[config.mk]
export PLATFORM = sky130hd
export DESIGN_NAME = tcdm_lane_packer
export DESIGN_NICKNAME = d
export VERILOG_FILES = /design/src/design/tcdm_pkg.sv /design/src/design/tcdm_lane_packer.sv
export VERILOG_INCLUDE_DIRS = /design/src /design/src/design
export SDC_FILE = /design/constraint.sdc
export NUM_CORES = 1
export LEC_CHECK = 0
export BUFFER_PORTS_ARGS = -buffer_cell sky130_fd_sc_hd__buf_2
export CAP_MARGIN = 5
export CORE_AREA = 5 5 277 279
export DETAILED_ROUTE_END_ITERATION = 8
export DIE_AREA = 0 0 282 284
export PLACE_DENSITY_LB_ADDON = 0.08
export SLEW_MARGIN = 0
export SYNTH_ARGS = -nofsm -noshare
export SYNTH_HDL_FRONTEND = slang
export SYNTH_SLANG_ARGS = --single-unit
export TNS_END_PERCENT = 30
[constraint.sdc]
create_clock -name clk -period 1.7 [get_ports clk]
set_clock_uncertainty 0.05 [all_clocks]
set_input_delay 0.255 -clock clk [delete_from_list [all_inputs] [get_ports clk]]
set_output_delay 0.255 -clock clk [all_outputs]
set_load 0.02 [all_outputs]
[src/design/tcdm_settings.svh]
/*
  Sizing of the TCDM subsystem, shared by RTL and testbench
  Row and group-select fields must not overlap inside the byte address
*/
`ifndef TCDM_SETTINGS_SVH
`define TCDM_SETTINGS_SVH

//////////////////////////////////////////////////
// Lanes and groups
//////////////////////////////////////////////////
`define TCDM_N_LANES   8    // Engine lanes, also total banks
`define TCDM_GRP_SIZE  4    // Lanes per master group, banks per bank group
`define TCDM_N_GRP     2    // Master groups == bank groups

//////////////////////////////////////////////////
// Word and address layout
//////////////////////////////////////////////////
`define TCDM_DATA_W    32
`define TCDM_BE_W      (`TCDM_DATA_W/8)
`define TCDM_ADDR_W    32
`define TCDM_ROW_LSB   2    // Word address, byte offset dropped
`define TCDM_ROW_W     6    // 64 words per bank
`define TCDM_GSEL_LSB  8    // Bank-group select sits right above the row

`endif

[src/design/tcdm_pkg.sv]
/*
  Word-level types of the TCDM subsystem
  Group index types assume at least two groups
*/
`include "tcdm_settings.svh"

package tcdm_pkg;

    // Lane byte address
    typedef logic [`TCDM_ADDR_W-1:0] addr_t;

    // One data word and its byte enables
    typedef logic [`TCDM_DATA_W-1:0] data_t;
    typedef logic [`TCDM_BE_W-1:0]   be_t;

    // Row inside one bank
    typedef logic [`TCDM_ROW_W-1:0]  row_t;

    // Bank group picked by an address
    typedef logic [$clog2(`TCDM_N_GRP)-1:0] gsel_t;

    // Master group, i.e. which packer
    typedef logic [$clog2(`TCDM_N_GRP)-1:0] gidx_t;

endpackage

[src/design/tcdm_lane_packer.sv]
/*
  Merges four lanes into one group access
  Requesting lanes must share row, bank group and load/store type
*/
`timescale 1ns/10ps
`include "tcdm_settings.svh"

module tcdm_lane_packer import tcdm_pkg::*; (
    input  logic                            clk,
    input  logic                            rst_n,
    // Engine lane side
    input  logic  [`TCDM_GRP_SIZE-1:0]      lane_req_i,
    input  addr_t [`TCDM_GRP_SIZE-1:0]      lane_add_i,
    input  logic  [`TCDM_GRP_SIZE-1:0]      lane_wen_i,    // 1 = load
    input  data_t [`TCDM_GRP_SIZE-1:0]      lane_wdata_i,
    input  be_t   [`TCDM_GRP_SIZE-1:0]      lane_be_i,
    output logic  [`TCDM_GRP_SIZE-1:0]      lane_gnt_o,
    output logic  [`TCDM_GRP_SIZE-1:0]      lane_r_valid_o,
    output data_t [`TCDM_GRP_SIZE-1:0]      lane_r_rdata_o,
    // Crossbar side
    output logic                            grp_req_o,
    output addr_t                           grp_add_o,
    output logic                            grp_wen_o,
    output data_t [`TCDM_GRP_SIZE-1:0]      grp_wdata_o,
    output be_t   [`TCDM_GRP_SIZE-1:0]      grp_be_o,
    input  logic                            grp_gnt_i,
    input  logic                            grp_r_valid_i,
    input  data_t [`TCDM_GRP_SIZE-1:0]      grp_rdata_i
);

    localparam int LIDX_W = $clog2(`TCDM_GRP_SIZE);

    logic [LIDX_W-1:0]         lead;      // Lowest requesting lane
    logic [`TCDM_GRP_SIZE-1:0] pend_q;    // Lanes waiting for r_valid

    //////////////////////////////////////////////////
    // Request merge
    //////////////////////////////////////////////////
    always_comb begin
        lead = '0;
        // Walk down so the lowest index is the last one kept
        for (int k = `TCDM_GRP_SIZE-1; k >= 0; k--) begin
            if (lane_req_i[k]) lead = LIDX_W'(k);
        end
    end

    assign grp_req_o   = |lane_req_i;
    assign grp_add_o   = lane_add_i[lead];   // Row and bank group from lead lane
    assign grp_wen_o   = lane_wen_i[lead];
    assign grp_wdata_o = lane_wdata_i;

    // Idle lanes get no byte enables, so they never write
    always_comb begin
        for (int k = 0; k < `TCDM_GRP_SIZE; k++) begin
            grp_be_o[k] = lane_req_i[k] ? lane_be_i[k] : '0;
        end
    end

    //////////////////////////////////////////////////
    // Grant and response fan-out
    //////////////////////////////////////////////////
    assign lane_gnt_o = lane_req_i & {`TCDM_GRP_SIZE{grp_gnt_i}};

    always_ff @(posedge clk) begin
        if (!rst_n) pend_q <= '0;
        else        pend_q <= lane_gnt_o;   // Mask of lanes in flight
    end

    assign lane_r_valid_o = pend_q & {`TCDM_GRP_SIZE{grp_r_valid_i}};
    assign lane_r_rdata_o = grp_rdata_i;    // Lane k owns word k

endmodule

==> results.py <==
metrics = {
    "final_layout": {
        "seq_area_um2": 80.1,
        "reg.largest.list": "pend_q: 4 flops",
        "largest_reg_flops": 4,
        "antennaDiodeCount": 0,
        "fin_util": 0.0604,
        "multi_input_area_um2": 1350,
        "top_register": "pend_q",
        "fill_cells": 8802,
        "final_common_cell": "buf_2",
        "fin_cells": 1396,
        "drive_gt1_frac": 0.763,
        "nets": 841,
        "syn_to_final_growth_pct": 41.4,
        "layout_common_cells": "188 x buf_2, 51 x o22ai_1, 35 x buf_4, 26 x nor2_2, 24 x and2_1",
    },
    "yosys": {
        "synthCells": 450,
        "synth.yosys.seq_area_share": 0.0253,
        "synthDistinctLibCells": 17,
        "ys_ff_latch": 4,
        "syn-cell-area_um2": 3160,
        "syn_area_per_cell_um2": 7.03,
        "synthesis.nets": 862,
        "ys_warn_count": 0,
    },
    "sta": {
        "fmax_ghz": 0.537,
        "fin_crit_sh": 1.09,
        "rsz0062_at_grt": "true",
        "timing.hold.ws_ns": 0.281,
        "post-route-min-period_ns": 1.86,
        "worst_pin_slew_ns": 0.275,
        "slew_viol_final": 0,
        "maxSlewHeadroom": 0.817,
        "setup_viol": 33,
        "worst_slack_ns": -0.161,
        "hold_viol_final": 0,
    },
    "clock_tree": {
        "clockRootBuffer": "clkbuf_16",
        "cts.sinks": 4,
        "cts.clk_slew.worst_paths_ns": 0.03,
        "htreeDepth": 1,
        "numCtsBuffers": 3,
        "ctsLongestPathBuffers": 2,
        "cts_tree": "done",
    },
    "route": {
        "drtAntennaViolNets": 0,
        "m1WireLength_mm": 6.86,
        "first_pass_iters": 4,
        "route.detailed.drc": 0,
        "drt_iter0_drc": 79,
        "wl_per_cell_um": 16.2,
        "highest_layer": "met5",
        "wl_met2_mm": 9.99,
        "vias_per_cell": 2.18,
        "totalWireLength_mm": 22.6,
        "vias": 3046,
        "met3_length_mm": 3.20,
    },
    "run_status": {
        "status": "finished, violations left",
        "violations": "setup timing",
    },
    "die": {
        "core_um2": 73900,
        "die_w_um": 282,
        "start_util": 0.0428,
        "rows": 100,
        "ios": 726,
        "dieHeight_um": 284,
        "dieArea_um2": 80100,
    },
    "hold_path": {
        "whs_path_depth": 2,
        "hp-class": "input port to flop",
        "min_from": "rst_n",
    },
    "worst_setup_path": {
        "cp-start-kind": "input port",
        "arrival_ns": 1.56,
        "cp_max_fo": 21,
        "crit_type": "input port to output port",
        "required_ns": 1.39,
        "end_kind": "output port",
        "setup.worst_path.start": "lane_req_i[2]",
    },
    "power_and_ir_drop": {
        "p_total_mw": 1.54,
        "p_leak_nw": 1.64,
        "ir_drop_mv": 0.210,
        "power.density_nw_per_um2": 345,
    },
    "grt": {
        "antenna_found_initial": 1,
        "grt_max_degree": 22,
        "grt-ovfl-total": 0,
        "grt_pass1_wl_mm": 28.8,
        "grt_usage": 0.0514,
        "grt_pass1_vias": 3564,
    },
    "placement": {
        "hpwl_mm": 17.0,
        "numPortBuffers": 213,
        "dp_slack_ns": -0.443,
        "gp_congestion": 0.634,
        "dpl.cell_count": 1382,
    },
    "job": {
        "maxCapViolCount": 0,
    },
}
critical path: stages:
cell	delay, ns
buf_6	0.09
or4b_4	0.58
buf_12	0.19
nor2_2	0.14
a211oi_2	0.06
buf_4	0.17
where the power goes:
| group | switching, mW | internal [mW] | total, mW |
|---|---|---|---|
| logic | 0.580 | 0.504 | 1.08 |
| registers | 0.000673 | 0.0984 | 0.0990 |
| clock network | 0.0608 | 0.300 | 0.361 |
| total | 0.642 | 0.902 | 1.54 |
stage by stage:
stage          instance area (um^2)  setup TNS, ns
6_report                       4470          -3.10
3_3_place_gp                   3780         -11.87
3_5_place_dp                   3780         -12.22
4_1_cts                        4360          -3.93
5_1_grt                        4470          -4.21
2_1_floorplan                  3210          -1.32
metal layers:
| metal | vias to the layer above | GRT usage |
|---|---|---|
| met5 | - | 0 |
| met4 | 2 | 0.0487 |
| met3 | 159 | 0.0273 |
| met2 | 333 | 0.0817 |
| met1 | 1314 | 0.0462 |
| li1 | 1238 | - |
Yosys cell counts:
library cell | count | area share
a211oi_1 | 33 | 0.078
and2_1 | 24 | 0.047
and3_1 | 4 | 0.0079
buf_1 | 2 | 0.0024
buf_2 | 14 | 0.022
buf_4 | 256 | 0.61
buf_6 | 3 | 0.011
clkbuf_1 | 4 | 0.0047
dfxtp_1 | 4 | 0.025
inv_1 | 2 | 0.0024
nand2b_1 | 2 | 0.0040
nor2_1 | 21 | 0.025
nor2_2 | 12 | 0.024
o22ai_1 | 66 | 0.13
or2_2 | 1 | 0.0020
or4_1 | 1 | 0.0024
or4b_1 | 1 | 0.0032
area by class of cell:
type,instances,area share
flip-flops and latches,4,0.0179
clock buffers,3,0.0168
inverters,2,0.00224
repair buffers,253,0.391
multi-input cells,165,0.301
well taps,969,0.271
final timing paths:
| path | to | slack (ns) |
|---|---|---|
| max | grp_add_o[23] | -0.16 |
| min | pend_q[2] | 0.28 |
repair_timing:
item,4_1_cts,5_1_grt
hold buffers,0,0
cloned,5,0
resized for setup,71,30
setup endpoints to repair,33,33
buffers inserted,7,0
pin swaps,14,6
cells by family (layout without fill, tap and decap cells):
| family | after synthesis | count (layout) | synth area share |
|---|---|---|---|
| and+or+nand+nor | 66 | 66 | 0.116 |
| AOI/OAI and AO/OA | 99 | 99 | 0.209 |
| DFF | 4 | 4 | 0.0253 |
| buffers and inverters | 281 | 258 | 0.650 |
(Power assumes the default switching activity.)
