--- src/design/tcdm_settings.svh ---
/*
  Sizing of the TCDM subsystem, shared by RTL and testbench
  Row and group-select fields must not overlap inside the byte address
*/
`ifndef TCDM_SETTINGS_SVH
`define TCDM_SETTINGS_SVH

//////////////////////////////////////////////////
// Lanes and groups
//////////////////////////////////////////////////
`define TCDM_N_LANES   8    // Engine lanes, also total banks
`define TCDM_GRP_SIZE  4    // Lanes per master group, banks per bank group
`define TCDM_N_GRP     2    // Master groups == bank groups

//////////////////////////////////////////////////
// Word and address layout
//////////////////////////////////////////////////
`define TCDM_DATA_W    32
`define TCDM_BE_W      (`TCDM_DATA_W/8)
`define TCDM_ADDR_W    32
`define TCDM_ROW_LSB   2    // Word address, byte offset dropped
`define TCDM_ROW_W     6    // 64 words per bank
`define TCDM_GSEL_LSB  8    // Bank-group select sits right above the row

`endif

--- src/design/tcdm_pkg.sv ---
/*
  Word-level types of the TCDM subsystem
  Group index types assume at least two groups
*/
`include "tcdm_settings.svh"

package tcdm_pkg;

    // Lane byte address
    typedef logic [`TCDM_ADDR_W-1:0] addr_t;

    // One data word and its byte enables
    typedef logic [`TCDM_DATA_W-1:0] data_t;
    typedef logic [`TCDM_BE_W-1:0]   be_t;

    // Row inside one bank
    typedef logic [`TCDM_ROW_W-1:0]  row_t;

    // Bank group picked by an address
    typedef logic [$clog2(`TCDM_N_GRP)-1:0] gsel_t;

    // Master group, i.e. which packer
    typedef logic [$clog2(`TCDM_N_GRP)-1:0] gidx_t;

endpackage

--- src/design/hwce_tcdm_xbar.sv ---
/*
  Point-to-point crossbar, lane k of a group always hits bank k
  Bank-group conflicts resolved by fixed priority, loser is not granted
  One response in flight per master group
*/
`timescale 1ns/10ps
`include "tcdm_settings.svh"

module hwce_tcdm_xbar import tcdm_pkg::*; (
    input  logic                                        clk,
    input  logic                                        rst_n,
    // Master groups
    input  logic  [`TCDM_N_GRP-1:0]                     grp_req_i,
    input  addr_t [`TCDM_N_GRP-1:0]                     grp_add_i,
    input  logic  [`TCDM_N_GRP-1:0]                     grp_wen_i,   // 1 = load
    input  data_t [`TCDM_N_GRP-1:0][`TCDM_GRP_SIZE-1:0] grp_wdata_i,
    input  be_t   [`TCDM_N_GRP-1:0][`TCDM_GRP_SIZE-1:0] grp_be_i,
    output logic  [`TCDM_N_GRP-1:0]                     grp_gnt_o,
    output logic  [`TCDM_N_GRP-1:0]                     grp_r_valid_o,
    output data_t [`TCDM_N_GRP-1:0][`TCDM_GRP_SIZE-1:0] grp_rdata_o,
    // Banks
    output logic  [`TCDM_N_LANES-1:0]                   bank_req_o,
    output row_t  [`TCDM_N_LANES-1:0]                   bank_row_o,
    output logic  [`TCDM_N_LANES-1:0]                   bank_wen_o,
    output data_t [`TCDM_N_LANES-1:0]                   bank_wdata_o,
    output be_t   [`TCDM_N_LANES-1:0]                   bank_be_o,
    input  data_t [`TCDM_N_LANES-1:0]                   bank_rdata_i
);

    gidx_t [`TCDM_N_GRP-1:0]  sel;     // Per bank group, chosen master
    logic  [`TCDM_N_GRP-1:0]  en;      // Per bank group, busy this cycle
    gsel_t [`TCDM_N_GRP-1:0]  tgt;     // Per master group, addressed bank group
    gsel_t [`TCDM_N_GRP-1:0]  tgt_q;   // Target of the access in flight
    logic  [`TCDM_N_GRP-1:0]  vld_q;   // Granted last cycle

    // Bank read data seen as bank groups of four words
    data_t [`TCDM_N_GRP-1:0][`TCDM_GRP_SIZE-1:0] bank_rdata_grp;

    assign bank_rdata_grp = bank_rdata_i;

    //////////////////////////////////////////////////
    // Request side, one mux per bank group
    //////////////////////////////////////////////////
    for (genvar b = 0; b < `TCDM_N_GRP; b++) begin : g_bank_grp

        tcdm_bank_sel #(
            .BANK_GRP  ( b         )
        ) i_bank_sel (
            .grp_req_i ( grp_req_i ),
            .grp_add_i ( grp_add_i ),
            .sel_o     ( sel[b]    ),
            .en_o      ( en[b]     )
        );

        for (genvar k = 0; k < `TCDM_GRP_SIZE; k++) begin : g_bank
            localparam int BI = b*`TCDM_GRP_SIZE + k;   // Flat bank index

            // Stores only touch banks with enabled bytes
            assign bank_req_o[BI]   = en[b] &&
                                      (grp_wen_i[sel[b]] || (|grp_be_i[sel[b]][k]));
            assign bank_row_o[BI]   = grp_add_i[sel[b]][`TCDM_ROW_LSB +: `TCDM_ROW_W];
            assign bank_wen_o[BI]   = grp_wen_i[sel[b]];
            assign bank_wdata_o[BI] = grp_wdata_i[sel[b]][k];
            assign bank_be_o[BI]    = grp_be_i[sel[b]][k];
        end
    end

    //////////////////////////////////////////////////
    // Grant and response side
    //////////////////////////////////////////////////
    for (genvar g = 0; g < `TCDM_N_GRP; g++) begin : g_master_grp

        assign tgt[g] = grp_add_i[g][`TCDM_GSEL_LSB +: $bits(gsel_t)];

        // Granted only if our bank group picked us
        assign grp_gnt_o[g] = grp_req_i[g] && en[tgt[g]] &&
                              (sel[tgt[g]] == gidx_t'(g));

        always_ff @(posedge clk) begin
            if (grp_gnt_o[g]) tgt_q[g] <= tgt[g];   // Hold until next grant
        end

        assign grp_rdata_o[g] = bank_rdata_grp[tgt_q[g]];
    end

    always_ff @(posedge clk) begin
        if (!rst_n) vld_q <= '0;
        else        vld_q <= grp_gnt_o;   // r_valid one cycle after grant
    end

    assign grp_r_valid_o = vld_q;

endmodule

--- src/design/tcdm_bank_sel.sv ---
/*
  Master-group select for one bank group
  Fixed priority, lowest master group wins a conflict
*/
`timescale 1ns/10ps
`include "tcdm_settings.svh"

module tcdm_bank_sel import tcdm_pkg::*; #(
    parameter int BANK_GRP = 0              // Bank group served here
) (
    input  logic  [`TCDM_N_GRP-1:0]  grp_req_i,
    input  addr_t [`TCDM_N_GRP-1:0]  grp_add_i,
    output gidx_t                    sel_o,   // Winning master group
    output logic                     en_o     // Some group targets us
);

    logic [`TCDM_N_GRP-1:0] hit;   // Per master group, targets this bank group

    //////////////////////////////////////////////////
    // Address decode
    //////////////////////////////////////////////////
    always_comb begin
        for (int g = 0; g < `TCDM_N_GRP; g++) begin
            // Only requesting groups count
            hit[g] = grp_req_i[g] &&
                     (grp_add_i[g][`TCDM_GSEL_LSB +: $bits(gsel_t)] == gsel_t'(BANK_GRP));
        end
    end

    //////////////////////////////////////////////////
    // Fixed priority pick
    //////////////////////////////////////////////////
    always_comb begin
        sel_o = '0;
        // Scan from the top, lowest hit overrides
        for (int g = `TCDM_N_GRP-1; g >= 0; g--) begin
            if (hit[g]) sel_o = gidx_t'(g);
        end
    end

    assign en_o = |hit;

endmodule

--- config.mk ---
export PLATFORM = sky130hd
export DESIGN_NAME = hwce_tcdm_xbar
export DESIGN_NICKNAME = d
export VERILOG_FILES = /design/src/design/tcdm_pkg.sv /design/src/design/hwce_tcdm_xbar.sv /design/src/design/tcdm_bank_sel.sv
export VERILOG_INCLUDE_DIRS = /design/src /design/src/design
export SDC_FILE = /design/constraint.sdc
export NUM_CORES = 1
export LEC_CHECK = 0
export ABC_AREA = 1
export BUFFER_PORTS_ARGS = -buffer_cell sky130_fd_sc_hd__buf_2
export CAP_MARGIN = 20
export CORE_AREA = 8 8 471 473
export DETAILED_ROUTE_END_ITERATION = 8
export DIE_AREA = 0 0 479 481
export GPL_TIMING_DRIVEN = 0
export PLACE_DENSITY = 0.32
export SYNTH_ARGS = -nofsm -noshare
export SYNTH_HDL_FRONTEND = slang
export SYNTH_HIERARCHICAL = 1
export SYNTH_SLANG_ARGS = --single-unit
--- constraint.sdc ---
create_clock -name clk -period 1.79 [get_ports clk]
set_input_delay 0.179 -clock clk [delete_from_list [all_inputs] [get_ports clk]]
set_output_delay 0.179 -clock clk [all_outputs]
set_load 0.03 [all_outputs]
==> results, run 1 <==
- Setup violations remaining at the end of the flow were counted as 355.
- The sink of the worst hold path is grp_r_valid_o[1].
- The DRC marker count from the first detailed-route iteration is 1166.
- The checks that failed: setup timing.
- The total vias in the final route is 18000.
- Input and output buffers added on the ports amount to 1175.
- The post-detailed-routing wire length is 183 mm.
- Max-cap violations in this run came to 0.
- The vias per cell is 3.10.
- The clock passes through at most 2 buffers.
- The routed design uses 23.1 mm of met3 wire.
- The clock sink total is 4.
- The highest fanout seen on the critical path is 10.
- The synthesized net count is 2296.
- The run finished, with violations left.
- Power spread over the standard cell area amounts to 427 mW/mm².
- At the end of the flow, the number of nets in the layout was 3570.
- The pre-antenna-repair detailed-routing pass consisted of 5 iterations.
- The floorplan step defined a core boundary enclosing 0.214 mm².
- After floorplanning, the core was divided into 170 placement rows.
- In this run the count of I/O pins placed on the die edge is 1226.
- The number of hold buffers added after CTS was 0.
- The final count of hold timing violations is 0.
- The instance count of the mapped netlist is 1682.
- The final critical path takes up 110% of the cycle.
- The headroom to the max-slew limit is 72.4%.
- At the pin with the least slew margin, the transition time is 414 ps.
- The detailed route wirelength on metal2 is 96.8 mm.
- The final worst hold slack is 218 ps.
- The final standard cell area without fillers is 0.0234 mm².
- The global route total overflow is 0.
- The die area is 0.230 mm².
- Signal routing reaches up to met5.
- The maximum number of pins on one net before global-route repair is 12.
- In the post-route analysis, the smallest setup slack over all paths is -172 ps.
- In this run the static leakage power is 0.0115 µW.
- The startpoint identified for the worst hold timing path is rst_n.
- The minimum clock period after layout is 1960 ps.
- STA classifies the critical path startpoint as a flop.
- The area share of the leading cell type in the synthesized netlist is 31.7%.
- The post-synthesis to final-layout area growth is 208%.
- The worst hold path belongs to the class primary input to flop.
- At the worst endpoint, the required time is 1610 ps.
- The post-route netlist has 60.7% of its cells at a drive strength greater than 1.
- The remaining antenna violation count is 0.
- In the global route stage, overall resource usage came out at 14.7%.
- Along the worst hold path, the cell count comes to 2.
- Each instance of the synthesized netlist takes up on average 4.52 µm².
- The detailed router put a total of 55.7 mm of wire on met1.
- The number of pins with negative max-slew slack in the final report is 0.
- The largest vdd supply drop is 0.221 mV.
- The clock tree root buffer cell is sky130_fd_sc_hd__clkbuf_16.
- The utilization after layout is 11.0%.
- The initial antenna violation count is 205.
- The peak clock frequency supported by timing is 510 MHz.
- In this run the cell area measured after placement is 0.0171 mm².
- The via count of the first global-routing pass came to 18000.
- The clock-pin transition on the worst setup and hold timing paths is 30 ps.
- The number of buffers created by CTS is 3.
- The kind of end point of the critical path is an output pin.
- The wire-length estimate of the detail-placed layout is 165 mm.
- The total number of H-tree levels is 1.
- The first global-routing pass estimated 220 mm of wire.
- By area the synthesized netlist is led by sky130_fd_sc_hd__o21ai_0 32%, sky130_fd_sc_hd__nand2_1 30%, sky130_fd_sc_hd__inv_1 16%.
- The clock tree from TritonCTS is built.
- The classification of the worst setup path is flop to output pin.
- For the worst setup path, the data arrival time is 1780 ps.
- In the final routed layout, each cell accounts on average for 31.4 µm.
- Once the floorplan was initialized, standard cells occupied 3.55% of the core.
- The synthesized design spends more area on one cell type than any other, namely sky130_fd_sc_hd__o21ai_0.
- For this run, design rule violations remaining after detail routing come to 0.
- The die extent in x is 479 µm.
- The die span in y is 481 µm.
- For this run, the number of Yosys warnings is 6.
- After synthesis, flip-flops and latches occupy 1.32% of the total area.
- The count of distinct cell types in the synthesized netlist is 21.
- The final weighted congestion of routability-driven global placement is 0.967.
- Summing every instance area after synthesis gives 0.00759 mm².
- Setup repair after global routing could not meet its margin everywhere.
- After synthesis the netlist holds a flip-flop and latch count of 4.
[worst max-delay path, stage by stage (launching register included)]
cell and delay (ps):
sky130_fd_sc_hd__edfxtp_1 360, sky130_fd_sc_hd__buf_12 160, sky130_fd_sc_hd__buf_12 160, sky130_fd_sc_hd__buf_12 160, sky130_fd_sc_hd__buf_12 160, sky130_fd_sc_hd__buf_12 160, sky130_fd_sc_hd__nand2_1 60, sky130_fd_sc_hd__o21ai_1 90
sky130_fd_sc_hd__buf_4 210
[stage by stage]
stage | setup WS [ps] | cells | power (µW) | TNS (ps)
after global placement | -2150 | 5695 | 7620 | -686080
after CTS | -199 | 5764 | 9430 | -48240
after detailed placement | -1790 | 5697 | 7630 | -482880
final | -172 | 5821 | 10000 | -22140
after floorplan | -148 | 1682 | 3820 | -1780
after global routing | -203 | 5799 | 10500 | -40480
[final cells by class]
class | count | area [µm²]
buffer | 162 | 1970
timing repair buffer | 1269 | 9430
antenna | 28 | 70.1
fill | 25400 | 190000
sequential | 4 | 100
tap | 2838 | 3550
inverter | 332 | 1280
clock buffer | 4 | 78.8
multi-input combinational | 1184 | 6950
[per-layer routing]
layer	vias up	GRT usage, %
li1	7791	-
met1	8400	13.3
met2	1266	29.2
met3	430	7.87
met4	160	2.48
met5	-	0
[cell usage after synthesis (all sizes together)]
cell type and instances:
dfxtp 2, clkinv 1, and2 1, a21boi 1, nor2 20, edfxtp 2
nand3 10, buf 114, inv 331, o21ai 541, clkbuf 48, nand3b 1
and3 1, nand2 609
[where the power goes]
part           switching (µW)  total (µW)  leakage (µW)  internal, µW
logic                    6230        9540        0.0114          3310
registers                1.82         103     0.0000345           101
clock network            66.3         361     0.0000383           294
[worst max path at each step]
stage / startpoint / to / slack, ps
after floorplan: grp_add_i[40] / bank_row_o[12] / -150
after global placement: grp_add_i[8] / bank_wdata_o[58] / -2150
after detailed placement: grp_add_i[40] / bank_wdata_o[220] / -1790
after CTS: tgt_q[0] / grp_rdata_o[98] / -200
after global routing: tgt_q[0] / grp_rdata_o[96] / -200
final: tgt_q[0] / grp_rdata_o[117] / -170
[state kept, by name, summed over array words and instances (netlist names)]
signal,count
tgt_q,2
grp_r_valid_o,2
[cells by family (layout without fill, tap and decap cells)]
kind of cell	Yosys count	count (layout)	synth area share [%]
flip-flops	4	4	1.32
AO/OA/AOI/OAI	542	542	35.8
buffers and inverters	494	1767	30.8
other	0	28	0
AND/OR/NAND/NOR	642	642	32.1
[cells in the final DEF (no fill, tap or decap), types with 3 or more instances in the layout]
master / n
sky130_fd_sc_hd__nor2_2: 3
sky130_fd_sc_hd__clkbuf_8: 3
sky130_fd_sc_hd__clkbuf_2: 20
sky130_fd_sc_hd__nand2_1: 501
sky130_fd_sc_hd__nand3_1: 7
sky130_fd_sc_hd__o21ai_4: 54
sky130_fd_sc_hd__o21ai_1: 128
sky130_fd_sc_hd__nand2_2: 74
sky130_fd_sc_hd__nand3_2: 3
sky130_fd_sc_hd__buf_12: 68
sky130_fd_sc_hd__buf_16: 24
sky130_fd_sc_hd__o21ai_0: 177
sky130_fd_sc_hd__buf_6: 197
sky130_fd_sc_hd__buf_8: 18
sky130_fd_sc_hd__clkbuf_4: 15
sky130_fd_sc_hd__bufbuf_16: 3
sky130_fd_sc_hd__o21ai_2: 182
sky130_fd_sc_hd__buf_4: 326
sky130_fd_sc_hd__buf_2: 742
sky130_fd_sc_hd__clkbuf_16: 18
sky130_fd_sc_hd__inv_1: 326
sky130_fd_sc_hd__nor2_1: 14
sky130_fd_sc_hd__diode_2: 28
sky130_fd_sc_hd__nand2_4: 32
sky130_fd_sc_hd__nor2_4: 3
[what timing repair did]
item,4_1_cts,5_1_grt
endpoints found under the hold margin,0,0
setup buffers,41,18
endpoints found under the setup margin,614,562
pin swaps,21,20
cloned,22,15
gates resized for setup,1065,738
Note: power is estimated with default switching activity, not from simulation.
==> inputs of run 2 (changes only) <==
CELL_PAD_IN_SITES_DETAIL_PLACEMENT = 0   (was unset)
CELL_PAD_IN_SITES_GLOBAL_PLACEMENT = 1   (was unset)
CORE_AREA = 8 8 467 469   (was 8 8 471 473)
DIE_AREA = 0 0 475 477   (was 0 0 479 481)
PLACE_DENSITY = 0.41   (was 0.32)
==> results, run 2 (synthesized netlist as in run 1, its figures left out) <==
- The run finished, with violations left.
- The final reports fail on setup timing.
- Net switching is 59.3% of the power.
- At the worst endpoint, the arrival time is 1840 ps.
- The die extent in x is 475 µm.
- The critical path is of the flop to output pin type.
- The count of nets after finishing is 3633.
- Global routing finished with a remaining overflow of 0.
- The via count of the first global-routing pass is 17700.
- The clock sink total is 4.
- The die covers 0.227 mm².
- The total net switching power is 6660 µW.
- The final setup slack of the worst path is -228 ps.
- The initial antenna violation count is 91.
- Using the TritonRoute via totals, the vias-per-cell ratio works out to 3.03.
- The number of max-cap violations is 0.
- At the end of the flow the core is filled with cells to 13.5%.
- Along the worst hold path, the cell count comes to 1.
- In this run, CTS created clock tree buffers numbering 3.
- The HPWL after detailed placement is 131 mm.
- The headroom to the max-slew limit is 65.9%.
- The clock tree root buffer cell is sky130_fd_sc_hd__clkbuf_16.
- The endpoint required time on the critical path is 1610 ps.
- The final count of hold timing violations is 0.
- The post-route clock period utilization is 113%.
- The clock share of power is 3.1%.
- For met2 alone, demand over resource in global routing was 25.4%.
- The leakage component of the power is 0.0139 µW.
- Global routing used 11.3% of the available met1 tracks.
- The post-detailed-routing wire length is 156 mm.
- The initial core utilization is 3.60%.
- Across the VDD grid, the largest voltage drop is 0.205 mV.
- The part of the power in registers is 0.9%.
- The kind of end point of the critical path is an output pin.
- The fraction of final layout cells with drive strength greater than 1 is 74.5%.
- The tightest min-delay check is of the primary input to flop type.
- The maximum count of clock buffers along a single path is 2.
- For the finished layout, the period the worst path requires is 2020 ps.
- At the pin with the least slew margin, the transition time is 511 ps.
- Detailed routing inserted a total of 17800 vias.
- The filler cell count is 24700.
- The clock tree from TritonCTS is built.
- For hold timing, the worst endpoint is tgt_q[1].
- The peak clock frequency supported by timing is 495 MHz.
- In this run the tool buffered the top-level ports with 1175 buffer cells.
- The final weighted congestion of routability-driven global placement is 0.926.
- The final worst hold slack is 164 ps.
- The area inside the core boundary is 0.211 mm².
- Clock-pin slew was measured on the worst setup and hold paths at 30 ps.
- The commonest non-fill, non-tap cell in the layout is sky130_fd_sc_hd__buf_2.
- The detailed router finished its first iteration with 617 violations.
- The number of pins with negative max-slew slack in the final report is 0.
- The count of cells in the finished layout, fillers not included, comes to 5855.
- The first global-routing pass estimated 183 mm of wire.
- The power per cell area is 395 mW/mm².
- Entering global routing, the biggest net connects 11 pins.
- The startpoint kind of the worst setup timing path is a flop.
- The row count is 169.
- The post-synthesis to final-layout area growth is 274%.
- The library cells used most frequently in the layout, excluding fill and tap cells, are 624 x sky130_fd_sc_hd__buf_2, 363 x sky130_fd_sc_hd__buf_6, 324 x sky130_fd_sc_hd__inv_1.
- The routed wire length per instance is 26.6 µm.
- The number of detailed-route iterations in the first pass is 5.
- From bottom edge to top edge, the die measures 477 µm.
- The detail route stage leaves a number of antenna-violating nets equal to 0.
- In this run, post-CTS hold repair placed 0 buffers.
- The completed layout was analyzed and its total power is 11200 µW.
- The startpoint identified for the worst hold timing path is grp_add_i[40].
- Combinational logic is responsible for 95.9% of the overall power.
- Of all nets on the critical path, the largest fanout is 7.
- CTS built an H-tree with a depth of 1.
- The internal power is 4560 µW.
- The total global-route track usage is 12.0%.
- After detailed placement, the design holds a cell count of 5685.
- After detailed routing, the number of remaining DRC violations is 0.
- Setup repair after global routing could not meet its margin everywhere.
- Setup violations remaining at the end of the flow were counted as 448.
- The number of top-level pins is 1226.
- For met3 alone, demand over resource in global routing was 3.39%.
- The most used routing layer is met2.
[run 2: cell types whose count changed in the layout (fill, tap and decap cells not counted), sizes merged]
cell / previous run / this run
clkinv: 1 / 2
bufbuf: 3 / 1
buf: 1375 / 1397
clkbuf: 57 / 98
diode: 28 / 17
[run 2: worst max-delay path by stage]
stage,start,end
3_5_place_dp,grp_add_i[40],bank_req_o[0]
6_report,tgt_q[0],grp_rdata_o[107]
5_1_grt,tgt_q[0],grp_rdata_o[119]
3_3_place_gp,grp_req_i[0],bank_row_o[6]
2_1_floorplan,grp_add_i[40],bank_row_o[12]
4_1_cts,tgt_q[0],grp_rdata_o[8]
[run 2: stage by stage]
stage | setup WS, ps | instance area, µm² | TNS [ps]
after detailed placement | -1210 | 17200 | -347340
final | -228 | 28400 | -38650
after CTS | -263 | 20500 | -83230
after global routing | -265 | 28400 | -69350
after floorplan | -148 | 7620 | -1780
after global placement | -2940 | 17000 | -730200
[run 2: metal layers]
layer  up-vias  part of all wire (%)
met3       307                   7.9
met2      1067                    56
met1      8428                    32
met4        52                   4.3
met5         -                  0.21
li1       7911                     -
[run 2: cell type report]
cell class	instances	area, µm²	share of cell area, %
Antenna cell	17	42.5	0.150
Tap cell	2821	3530	12.4
Multi-Input combinational cell	1184	9650	34.0
Timing Repair Buffer	1338	11600	40.8
Clock buffer	3	75.1	0.264
Sequential cell	4	100	0.352
Inverter	332	1270	4.48
Buffer	155	2140	7.55
Timing Repair inverter	1	6.26	0.0220
[run 2: repair_timing]
action / 4_1_cts / 5_1_grt
resized for setup: 845 / 2259
gates cloned: 14 / 52
setup buffers: 37 / 59
setup endpoints to repair: 610 / 585
pin swaps: 41 / 159
[run 2: critical path: stages, from the launching register on]
cell and delay, ps:
sky130_fd_sc_hd__edfxtp_1 410, sky130_fd_sc_hd__buf_12 170, sky130_fd_sc_hd__buf_16 150, sky130_fd_sc_hd__buf_16 180, sky130_fd_sc_hd__buf_16 170, sky130_fd_sc_hd__clkbuf_16 170, sky130_fd_sc_hd__nand2_2 60, sky130_fd_sc_hd__o21ai_2 80
sky130_fd_sc_hd__buf_6 160
[run 2: power by group through the flow]
stage	Sequential [µW]	Clock, µW	Combinational (µW)
detailed placement	110	0	7290
global placement	110	0	7270
finish	104	353	10800
global route	105	370	11200
floorplan	107	0	3720
CTS	104	359	8520
